===== src/source/rvDecodePkg.sv =====
// RV32I base set only; fields an instruction does not use decode to the zero enumerator of their type
package rvDecodePkg;

    localparam int WordBits   = 32;
    localparam int ByteEnBits = WordBits / 8;
    localparam int OpcodeBits = 7;
    localparam int Funct3Bits = 3;
    localparam int Funct7Bits = 7;

    // Major opcodes
    localparam logic [OpcodeBits-1:0] OpcodeOp     = 7'b0110011;
    localparam logic [OpcodeBits-1:0] OpcodeOpImm  = 7'b0010011;
    localparam logic [OpcodeBits-1:0] OpcodeLoad   = 7'b0000011;
    localparam logic [OpcodeBits-1:0] OpcodeStore  = 7'b0100011;
    localparam logic [OpcodeBits-1:0] OpcodeLui    = 7'b0110111;
    localparam logic [OpcodeBits-1:0] OpcodeAuipc  = 7'b0010111;
    localparam logic [OpcodeBits-1:0] OpcodeJal    = 7'b1101111;
    localparam logic [OpcodeBits-1:0] OpcodeJalr   = 7'b1100111;
    localparam logic [OpcodeBits-1:0] OpcodeBranch = 7'b1100011;

    // Alt sets bit 30, selects SUB and SRA
    localparam logic [Funct7Bits-1:0] Funct7Base = 7'b0000000;
    localparam logic [Funct7Bits-1:0] Funct7Alt  = 7'b0100000;

    // Compute funct3, shared by OP and OP-IMM
    localparam logic [Funct3Bits-1:0] Funct3AddSub = 3'b000;
    localparam logic [Funct3Bits-1:0] Funct3Sll    = 3'b001;
    localparam logic [Funct3Bits-1:0] Funct3Slt    = 3'b010;
    localparam logic [Funct3Bits-1:0] Funct3Sltu   = 3'b011;
    localparam logic [Funct3Bits-1:0] Funct3Xor    = 3'b100;
    localparam logic [Funct3Bits-1:0] Funct3Srl    = 3'b101;
    localparam logic [Funct3Bits-1:0] Funct3Or     = 3'b110;
    localparam logic [Funct3Bits-1:0] Funct3And    = 3'b111;

    // Memory access widths
    localparam logic [Funct3Bits-1:0] Funct3Lb  = 3'b000;
    localparam logic [Funct3Bits-1:0] Funct3Lh  = 3'b001;
    localparam logic [Funct3Bits-1:0] Funct3Lw  = 3'b010;
    localparam logic [Funct3Bits-1:0] Funct3Lbu = 3'b100;
    localparam logic [Funct3Bits-1:0] Funct3Lhu = 3'b101;
    localparam logic [Funct3Bits-1:0] Funct3Sb  = 3'b000;
    localparam logic [Funct3Bits-1:0] Funct3Sh  = 3'b001;
    localparam logic [Funct3Bits-1:0] Funct3Sw  = 3'b010;

    // Branch conditions
    localparam logic [Funct3Bits-1:0] Funct3Beq  = 3'b000;
    localparam logic [Funct3Bits-1:0] Funct3Bne  = 3'b001;
    localparam logic [Funct3Bits-1:0] Funct3Blt  = 3'b100;
    localparam logic [Funct3Bits-1:0] Funct3Bge  = 3'b101;
    localparam logic [Funct3Bits-1:0] Funct3Bltu = 3'b110;
    localparam logic [Funct3Bits-1:0] Funct3Bgeu = 3'b111;
    localparam logic [Funct3Bits-1:0] Funct3Jalr = 3'b000;

    // Store lane masks
    localparam logic [ByteEnBits-1:0] ByteEnByte = 4'b0001;
    localparam logic [ByteEnBits-1:0] ByteEnHalf = 4'b0011;
    localparam logic [ByteEnBits-1:0] ByteEnWord = 4'b1111;

    typedef logic [WordBits-1:0] word_t;

    typedef enum logic [1:0] {PcPlus4, JumpReg, JumpPc, BranchCond} pcSrc_t;
    typedef enum logic [2:0] {NoBranch, Beq, Bne, Blt, Bge, Bltu, Bgeu} condBranch_t;
    typedef enum logic [2:0] {ImmNone, IType, Shamt, SType, BType, UType, JType} immSrc_t;
    // Link value for jumps is MiscPcPlus4
    typedef enum logic [1:0] {MiscNone, WriteData, PcPlusImm, MiscPcPlus4} miscSrc_t;
    typedef enum logic [0:0] {Rs2, Imm} aluSrcB_t;
    typedef enum logic [3:0] {Add, Sub, Or, And, Xor, Sll, Slt, Sltu, Srl, Sra} aluOp_t;
    typedef enum logic [1:0] {Alu, AluOpB, UpdatedPc} computeSrc_t;
    typedef enum logic [0:0] {Compute, Memory} resultSrc_t;
    typedef enum logic [2:0] {
        NoTrunc, Byte, HalfWord, Word, ByteUnsigned, HalfWordUnsigned
    } truncSrc_t;

    typedef struct packed {
        logic                  regWrite;
        logic                  memEn;
        logic                  memWrite;
        logic [ByteEnBits-1:0] byteEn;
        pcSrc_t                pcSrc;
        condBranch_t           condBranch;
        immSrc_t               immSrc;
        miscSrc_t              miscSrc;
        aluSrcB_t              aluSrcB;
        aluOp_t                aluOp;
        computeSrc_t           computeSrc;
        resultSrc_t            resultSrc;
        truncSrc_t             truncSrc;
    } ctrlWord_t;

    // Every enum at its first value, all enables low
    localparam ctrlWord_t CtrlDefault = '0;

    function automatic logic [OpcodeBits-1:0] opcodeOf(input word_t instr);
        return instr[OpcodeBits-1:0];
    endfunction

    function automatic logic [Funct3Bits-1:0] funct3Of(input word_t instr);
        return instr[14:12];
    endfunction

    function automatic logic [Funct7Bits-1:0] funct7Of(input word_t instr);
        return instr[31:25];
    endfunction

endpackage


===== src/source/aluDecoder.sv =====
`timescale 1ns/1ps
// Combinational; only OP, OP-IMM, LUI and AUIPC hit, any other encoding gives aluHit low and the default word
module aluDecoder (
    input  rvDecodePkg::word_t     instr,
    output rvDecodePkg::ctrlWord_t aluCtrl,
    output logic                   aluHit
);
    import rvDecodePkg::*;

    logic [OpcodeBits-1:0] opcode;
    logic [Funct3Bits-1:0] funct3;
    logic [Funct7Bits-1:0] funct7;

    assign opcode = opcodeOf(instr);
    assign funct3 = funct3Of(instr);
    assign funct7 = funct7Of(instr);

    always_comb begin
        aluCtrl = CtrlDefault;
        aluHit  = 1'b1;
        case (opcode)
            OpcodeOp: begin
                aluCtrl.regWrite = 1'b1;
                aluCtrl.aluSrcB  = Rs2;
                case ({funct7, funct3})
                    {Funct7Base, Funct3AddSub}: aluCtrl.aluOp = Add;
                    {Funct7Alt,  Funct3AddSub}: aluCtrl.aluOp = Sub;
                    {Funct7Base, Funct3Or}:     aluCtrl.aluOp = Or;
                    {Funct7Base, Funct3And}:    aluCtrl.aluOp = And;
                    {Funct7Base, Funct3Xor}:    aluCtrl.aluOp = Xor;
                    {Funct7Base, Funct3Sll}:    aluCtrl.aluOp = Sll;
                    {Funct7Base, Funct3Slt}:    aluCtrl.aluOp = Slt;
                    {Funct7Base, Funct3Sltu}:   aluCtrl.aluOp = Sltu;
                    {Funct7Base, Funct3Srl}:    aluCtrl.aluOp = Srl;
                    {Funct7Alt,  Funct3Srl}:    aluCtrl.aluOp = Sra;
                    default:                    aluHit = 1'b0;
                endcase
            end
            OpcodeOpImm: begin
                aluCtrl.regWrite = 1'b1;
                aluCtrl.aluSrcB  = Imm;
                aluCtrl.immSrc   = IType;
                case (funct3)
                    Funct3AddSub: aluCtrl.aluOp = Add;
                    Funct3Or:     aluCtrl.aluOp = Or;
                    Funct3And:    aluCtrl.aluOp = And;
                    Funct3Xor:    aluCtrl.aluOp = Xor;
                    Funct3Slt:    aluCtrl.aluOp = Slt;
                    Funct3Sltu:   aluCtrl.aluOp = Sltu;
                    Funct3Sll: begin
                        aluCtrl.immSrc = Shamt;
                        aluCtrl.aluOp  = Sll;
                        aluHit         = (funct7 == Funct7Base);
                    end
                    Funct3Srl: begin
                        // Shamt sits in rs2 field, funct7 only picks the shift kind
                        aluCtrl.immSrc = Shamt;
                        aluCtrl.aluOp  = (funct7 == Funct7Alt) ? Sra : Srl;
                        aluHit         = (funct7 == Funct7Base) || (funct7 == Funct7Alt);
                    end
                    default:      aluHit = 1'b0;
                endcase
            end
            OpcodeLui: begin
                aluCtrl.regWrite   = 1'b1;
                aluCtrl.immSrc     = UType;
                aluCtrl.aluSrcB    = Imm;
                aluCtrl.computeSrc = AluOpB;
            end
            OpcodeAuipc: begin
                aluCtrl.regWrite   = 1'b1;
                aluCtrl.immSrc     = UType;
                aluCtrl.miscSrc    = PcPlusImm;
                aluCtrl.computeSrc = UpdatedPc;
            end
            default: aluHit = 1'b0;
        endcase

        if (!aluHit) begin
            aluCtrl = CtrlDefault;
        end
    end

    // Every compute class writes rd
    always_comb begin
        assert final (!aluHit || aluCtrl.regWrite)
            else $error("aluDecoder: hit without regWrite");
    end

endmodule


===== src/source/memFlowDecoder.sv =====
`timescale 1ns/1ps
// Combinational; only LOAD, STORE, JAL, JALR and BRANCH hit, JALR needs funct3 zero
module memFlowDecoder (
    input  rvDecodePkg::word_t     instr,
    output rvDecodePkg::ctrlWord_t memCtrl,
    output logic                   memHit
);
    import rvDecodePkg::*;

    logic [OpcodeBits-1:0] opcode;
    logic [Funct3Bits-1:0] funct3;

    assign opcode = opcodeOf(instr);
    assign funct3 = funct3Of(instr);

    always_comb begin
        memCtrl = CtrlDefault;
        memHit  = 1'b1;
        case (opcode)
            OpcodeLoad: begin
                memCtrl.regWrite  = 1'b1;
                memCtrl.memEn     = 1'b1;
                memCtrl.immSrc    = IType;
                memCtrl.aluSrcB   = Imm;
                memCtrl.resultSrc = Memory;
                case (funct3)
                    Funct3Lb:  memCtrl.truncSrc = Byte;
                    Funct3Lh:  memCtrl.truncSrc = HalfWord;
                    Funct3Lw:  memCtrl.truncSrc = Word;
                    Funct3Lbu: memCtrl.truncSrc = ByteUnsigned;
                    Funct3Lhu: memCtrl.truncSrc = HalfWordUnsigned;
                    default:   memHit = 1'b0;
                endcase
            end
            OpcodeStore: begin
                memCtrl.memEn    = 1'b1;
                memCtrl.memWrite = 1'b1;
                memCtrl.immSrc   = SType;
                memCtrl.aluSrcB  = Imm;
                memCtrl.miscSrc  = WriteData;
                case (funct3)
                    Funct3Sb: memCtrl.byteEn = ByteEnByte;
                    Funct3Sh: memCtrl.byteEn = ByteEnHalf;
                    Funct3Sw: memCtrl.byteEn = ByteEnWord;
                    default:  memHit = 1'b0;
                endcase
            end
            // Both jumps link PC+4 into rd
            OpcodeJal: begin
                memCtrl.regWrite   = 1'b1;
                memCtrl.pcSrc      = JumpPc;
                memCtrl.immSrc     = JType;
                memCtrl.miscSrc    = MiscPcPlus4;
                memCtrl.computeSrc = UpdatedPc;
            end
            OpcodeJalr: begin
                memCtrl.regWrite   = 1'b1;
                memCtrl.pcSrc      = JumpReg;
                memCtrl.immSrc     = IType;
                memCtrl.aluSrcB    = Imm;
                memCtrl.miscSrc    = MiscPcPlus4;
                memCtrl.computeSrc = UpdatedPc;
                memHit             = (funct3 == Funct3Jalr);
            end
            OpcodeBranch: begin
                // Compare done by subtraction in the ALU
                memCtrl.pcSrc   = BranchCond;
                memCtrl.immSrc  = BType;
                memCtrl.aluOp   = Sub;
                memCtrl.miscSrc = PcPlusImm;
                case (funct3)
                    Funct3Beq:  memCtrl.condBranch = Beq;
                    Funct3Bne:  memCtrl.condBranch = Bne;
                    Funct3Blt:  memCtrl.condBranch = Blt;
                    Funct3Bge:  memCtrl.condBranch = Bge;
                    Funct3Bltu: memCtrl.condBranch = Bltu;
                    Funct3Bgeu: memCtrl.condBranch = Bgeu;
                    default:    memHit = 1'b0;
                endcase
            end
            default: memHit = 1'b0;
        endcase

        if (!memHit) begin
            memCtrl = CtrlDefault;
        end
    end

    // A store must touch at least one lane
    always_comb begin
        assert final (!memCtrl.memWrite || (memCtrl.byteEn != '0))
            else $error("memFlowDecoder: store with empty byte enables");
    end

endmodule


===== src/source/decodeSelect.sv =====
`timescale 1ns/1ps
// One cycle latency, no back-pressure; idle cycles register the default word with illegal low
module decodeSelect (
    input  logic                   clk,
    input  logic                   arstN,
    input  logic                   instrValid,
    input  rvDecodePkg::ctrlWord_t aluCtrl,
    input  rvDecodePkg::ctrlWord_t memCtrl,
    input  logic                   aluHit,
    input  logic                   memHit,
    output logic                   ctrlValid,
    output rvDecodePkg::ctrlWord_t ctrl,
    output logic                   illegal
);
    import rvDecodePkg::*;

    ctrlWord_t merged;
    logic      noHit;

    assign noHit = !(aluHit || memHit);

    always_comb begin
        if (aluHit) begin
            merged = aluCtrl;
        end else if (memHit) begin
            merged = memCtrl;
        end else begin
            merged = CtrlDefault;
        end
    end

    always_ff @(posedge clk or negedge arstN) begin
        if (!arstN) begin
            ctrlValid <= 1'b0;
            ctrl      <= CtrlDefault;
            illegal   <= 1'b0;
        end else begin
            ctrlValid <= instrValid;
            ctrl      <= instrValid ? merged : CtrlDefault;
            illegal   <= instrValid && noHit;
        end
    end

    // Decoders own disjoint opcode sets
    oneHit: assert property (@(posedge clk) disable iff (!arstN)
        !(aluHit && memHit))
        else $error("decodeSelect: both decoders hit");

    illegalQuiet: assert property (@(posedge clk) disable iff (!arstN)
        illegal |-> (!ctrl.regWrite && !ctrl.memEn))
        else $error("decodeSelect: illegal word has enables set");

    // Valid strobe delayed by exactly one edge
    validDelay: assert property (@(posedge clk) disable iff (!arstN)
        ##1 (ctrlValid == $past(instrValid)))
        else $error("decodeSelect: ctrlValid out of step with instrValid");

endmodule


===== src/source/rvDecoder.sv =====
`timescale 1ns/1ps
// RV32I decode stage, one instruction per cycle, result one cycle later, no stall input
module rvDecoder (
    input  logic                   clk,
    input  logic                   arstN,
    input  logic                   instrValid,
    input  rvDecodePkg::word_t     instr,
    output logic                   ctrlValid,
    output rvDecodePkg::ctrlWord_t ctrl,
    output logic                   illegal
);
    import rvDecodePkg::*;

    ctrlWord_t aluCtrl;
    ctrlWord_t memCtrl;
    logic      aluHit;
    logic      memHit;

    aluDecoder aluDec (
        .instr   (instr),
        .aluCtrl (aluCtrl),
        .aluHit  (aluHit)
    );

    memFlowDecoder memDec (
        .instr   (instr),
        .memCtrl (memCtrl),
        .memHit  (memHit)
    );

    decodeSelect select (
        .clk        (clk),
        .arstN      (arstN),
        .instrValid (instrValid),
        .aluCtrl    (aluCtrl),
        .memCtrl    (memCtrl),
        .aluHit     (aluHit),
        .memHit     (memHit),
        .ctrlValid  (ctrlValid),
        .ctrl       (ctrl),
        .illegal    (illegal)
    );

endmodule


===== config.mk =====
export PLATFORM = sky130hd
export DESIGN_NAME = rvDecoder
export DESIGN_NICKNAME = d
export VERILOG_FILES = /design/src/source/rvDecodePkg.sv /design/src/source/aluDecoder.sv /design/src/source/memFlowDecoder.sv /design/src/source/decodeSelect.sv /design/src/source/rvDecoder.sv
export SDC_FILE = /design/constraint.sdc
export NUM_CORES = 1
export LEC_CHECK = 0
export BUFFER_PORTS_ARGS = -buffer_cell sky130_fd_sc_hd__buf_2
export CAP_MARGIN = 20
export CORE_AREA = 4 4 73 75
export DETAILED_ROUTE_END_ITERATION = 8
export DIE_AREA = 0 0 77 79
export SYNTH_ARGS = -nofsm -noshare
export SYNTH_HDL_FRONTEND = slang
export SYNTH_SLANG_ARGS = --single-unit
export TNS_END_PERCENT = 100

===== constraint.sdc =====
create_clock -name clk -period 0.8 [get_ports clk]
set_input_delay 0.2 -clock clk [delete_from_list [all_inputs] [get_ports clk]]
set_output_delay 0.2 -clock clk [all_outputs]
set_load 0.05 [all_outputs]

==> metrics.txt <==
status=finished with violations; failing checks=setup timing; GRT Util Overall=14.9%; final instance area=approximately 2800 um2; TritonCTS Buffers=5; Post-synth EDFFs=0; largest net degree at the start of global routing=20; Hold Path Origin=instrValid; syn avg cell area=10.4 um2; NumNets Final=277; Synth cell types=between 40 and 50; Clock Power Share=35.5%; routed wire length=around 4.4 mm; Fillers=between 300 and 400; pwr/cell area=1200 nW/um2; fmax=645 MHz; Core Area=approximately 4700 um2; GP Congestion=between 0.8 and 0.9; Seq. cell area=between 700 and 800 um2; CTS root buffer=clkbuf_8; Multi-input gate area=833 um2; antenna violations before repair=0; Switching Fraction=between 20 and 30%; Worst Setup Slack, final=-0.750 ns; CP required=0.97 ns; vias=~1,500; WS Path Type=in -> reg; vias in the first global route=1,548; die area=about 6000 um2; cell internal pwr=2.47 mW; WL/cell=~15 um; CTS tree=yes; crit end category=flip-flop; CTS H-tree lvls=2; Hold Fails Final Rpt=0; die width=77 um; # DRC=0; Crit-path slowest cell=or4_4; max_slew headroom=~74%; I/O Buffers=between 40 and 50; share of cells above drive strength 1=roughly 67%; Max-cap violations=0; min cycle time layout=1.55 ns; critical path startpoint category=input port; Antenna Violating Nets Remaining=0; Synthesized Nets=167; DR iter-0 viols=69; DR pass1 iterations=6; Max Root-Sink Buffers=2; Area Growth Syn to Fin=101%; sequential-to-total area share from yosys stat=53.0%; placed cell area=2090 um2; leak pwr=approximately 1.3 nW; die height=79 um; Psw=between 800 and 900 uW; total negative slack=-20.80 ns; first-pass GRT wire length=~7 mm; most frequent cell after synthesis=dfrtp_1; grt total ovfl=0; critical path peak fanout=3; post-synth top area cell=dfrtp_1; Ports=65; combinational share of power=between 15 and 20%; max incr delay on CP=between 0.5 and 0.6 ns; crit path launch=instr[28]; CP cell instances=buf_6 > or4_4 > or3_4 > a211oi_2 > a31oi_1 > o41ai_2; register bit total from synthesis=29; Yosys top cell area share=between 50% and 60%; CP Buf/Inv Count=1; Initial Util=29.4%; Ys Warns=0; fin crit share=194%; # diodes=0; Synth top cells by count=dfrtp_1, nor2_1, nand2_1; peak supply drop=~0.5 mV; CP top delay family=simple AND/OR/NAND/NOR gates; asr flop ratio synth=100%; Seq pwr share=45.0%; hpwl dp=3.21 mm; ranking of synthesized cells by area=dfrtp_1, nor2_1, nor4_1; RSZ-0062 raised after global routing=yes; clock sinks=29; clk slew on worst S/H paths=0.06 ns; final setup vio count=58; Via density=about 4.9; Final Slew Violations=0; num rows=25; Synth Cell Area=about 1400 um2; Synth Instances=between 100 and 150; worst slew pin tran=approximately 0.38 ns; commonest register cell after synthesis=dfrtp_1; critical path arrival=~1.7 ns; HP Class=in -> reg
[placed cells by master (no fill, tap or decap), drive strengths merged, types with 2 or more instances in the layout]
| cell type | netlist | final |
|---|---|---|
| nand4 | 4 | 4 |
| a31oi | 2 | 2 |
| nand3 | 7 | 7 |
| dfrtp | 29 | 29 |
| a21oi | 8 | 8 |
| or3 | 2 | 2 |
| o41ai | 2 | 2 |
| nor3 | 8 | 8 |
| o21ai | 3 | 3 |
| inv | 4 | 4 |
| nand2 | 9 | 9 |
| nor2 | 12 | 12 |
| clkbuf | 2 | 7 |
| buf | 5 | 109 |
| xnor2 | 2 | 2 |
| nand2b | 2 | 2 |
| a2111oi | 2 | 2 |
| nor4 | 6 | 6 |
| o21a | 2 | 2 |
| nor2b | 3 | 3 |
| xor2 | 2 | 2 |
| and3 | 3 | 3 |
[timing repair]
action,CTS,global route
hold buffers,1,0
setup endpoints to repair,58,58
pin swaps,22,10
endpoints found under the hold margin,10,0
gates resized for setup,99,24
setup buffers,11,4
cloned,0,0
[sequential cells by signal, indices dropped and copies added, names as in the netlist]
| register | count |
|---|---|
| select.ctrl | 27 |
| select.ctrlValid | 1 |
| select.illegal | 1 |
[worst paths after layout]
check | endpoint | slack (ns) | cells after the start
max | select.ctrl[6] | -0.75 | 6
min | select.ctrlValid | 0.23 | 2
max in group asynchronous | select.ctrlValid | 0.09 | 3
min in group asynchronous | select.ctrl[22] | 0.33 | 2
[per-layer routing]
layer / GRT usage [%] / up-vias / part of all wire (%)
met3: 2.27 / 12 / 3.8
met4: 9.61 / 0 / 3.2
met5: 0 / - / 0
met1: 17.2 / 691 / 41
met2: 26.0 / 53 / 52
li1: - / 698 / -
[logic make-up (layout without fill, tap and decap cells)]
logic type             after synthesis  in the layout  share of synthesized area (%)
AO/OA/AOI/OAI                       25             25                           15.4
flip-flops                          29             29                           53.0
buffers and inverters               12            122                           3.84
AND/OR/NAND/NOR                     62             62                           25.1
XOR/XNOR                             4              4                           2.56
[through the flow]
step	setup slack (ns)	hold slack [ns]	std cells	power [mW]	util [%]
5_1_grt	-0.794	0.239	296	3.43	59.1
3_3_place_gp	-1.06	0.0829	276	2.00	44.8
2_1_floorplan	-0.896	-0.0956	132	1.74	-
6_report	-0.750	0.232	296	3.29	59.1
4_1_cts	-0.774	0.222	294	3.26	56.2
3_5_place_dp	-1.10	0.0941	276	2.01	44.8
[area by class of cell]
cell class                      instances  area share [%]
Multi-Input combinational cell         91            30.3
Inverter                                5           0.682
Sequential cell                        29            26.4
Tap cell                               54            2.45
Timing Repair Buffer                  110            37.1
Clock buffer                            7            3.13
[power by group through the flow]
stage	clock network, mW	registers [mW]	logic [mW]
6_report	1.17	1.48	0.642
3_5_place_dp	0	1.51	0.503
4_1_cts	1.19	1.48	0.591
2_1_floorplan	0	1.54	0.195
3_3_place_gp	0	1.51	0.497
5_1_grt	1.26	1.48	0.694
Note: power is estimated with default switching activity, not from simulation.
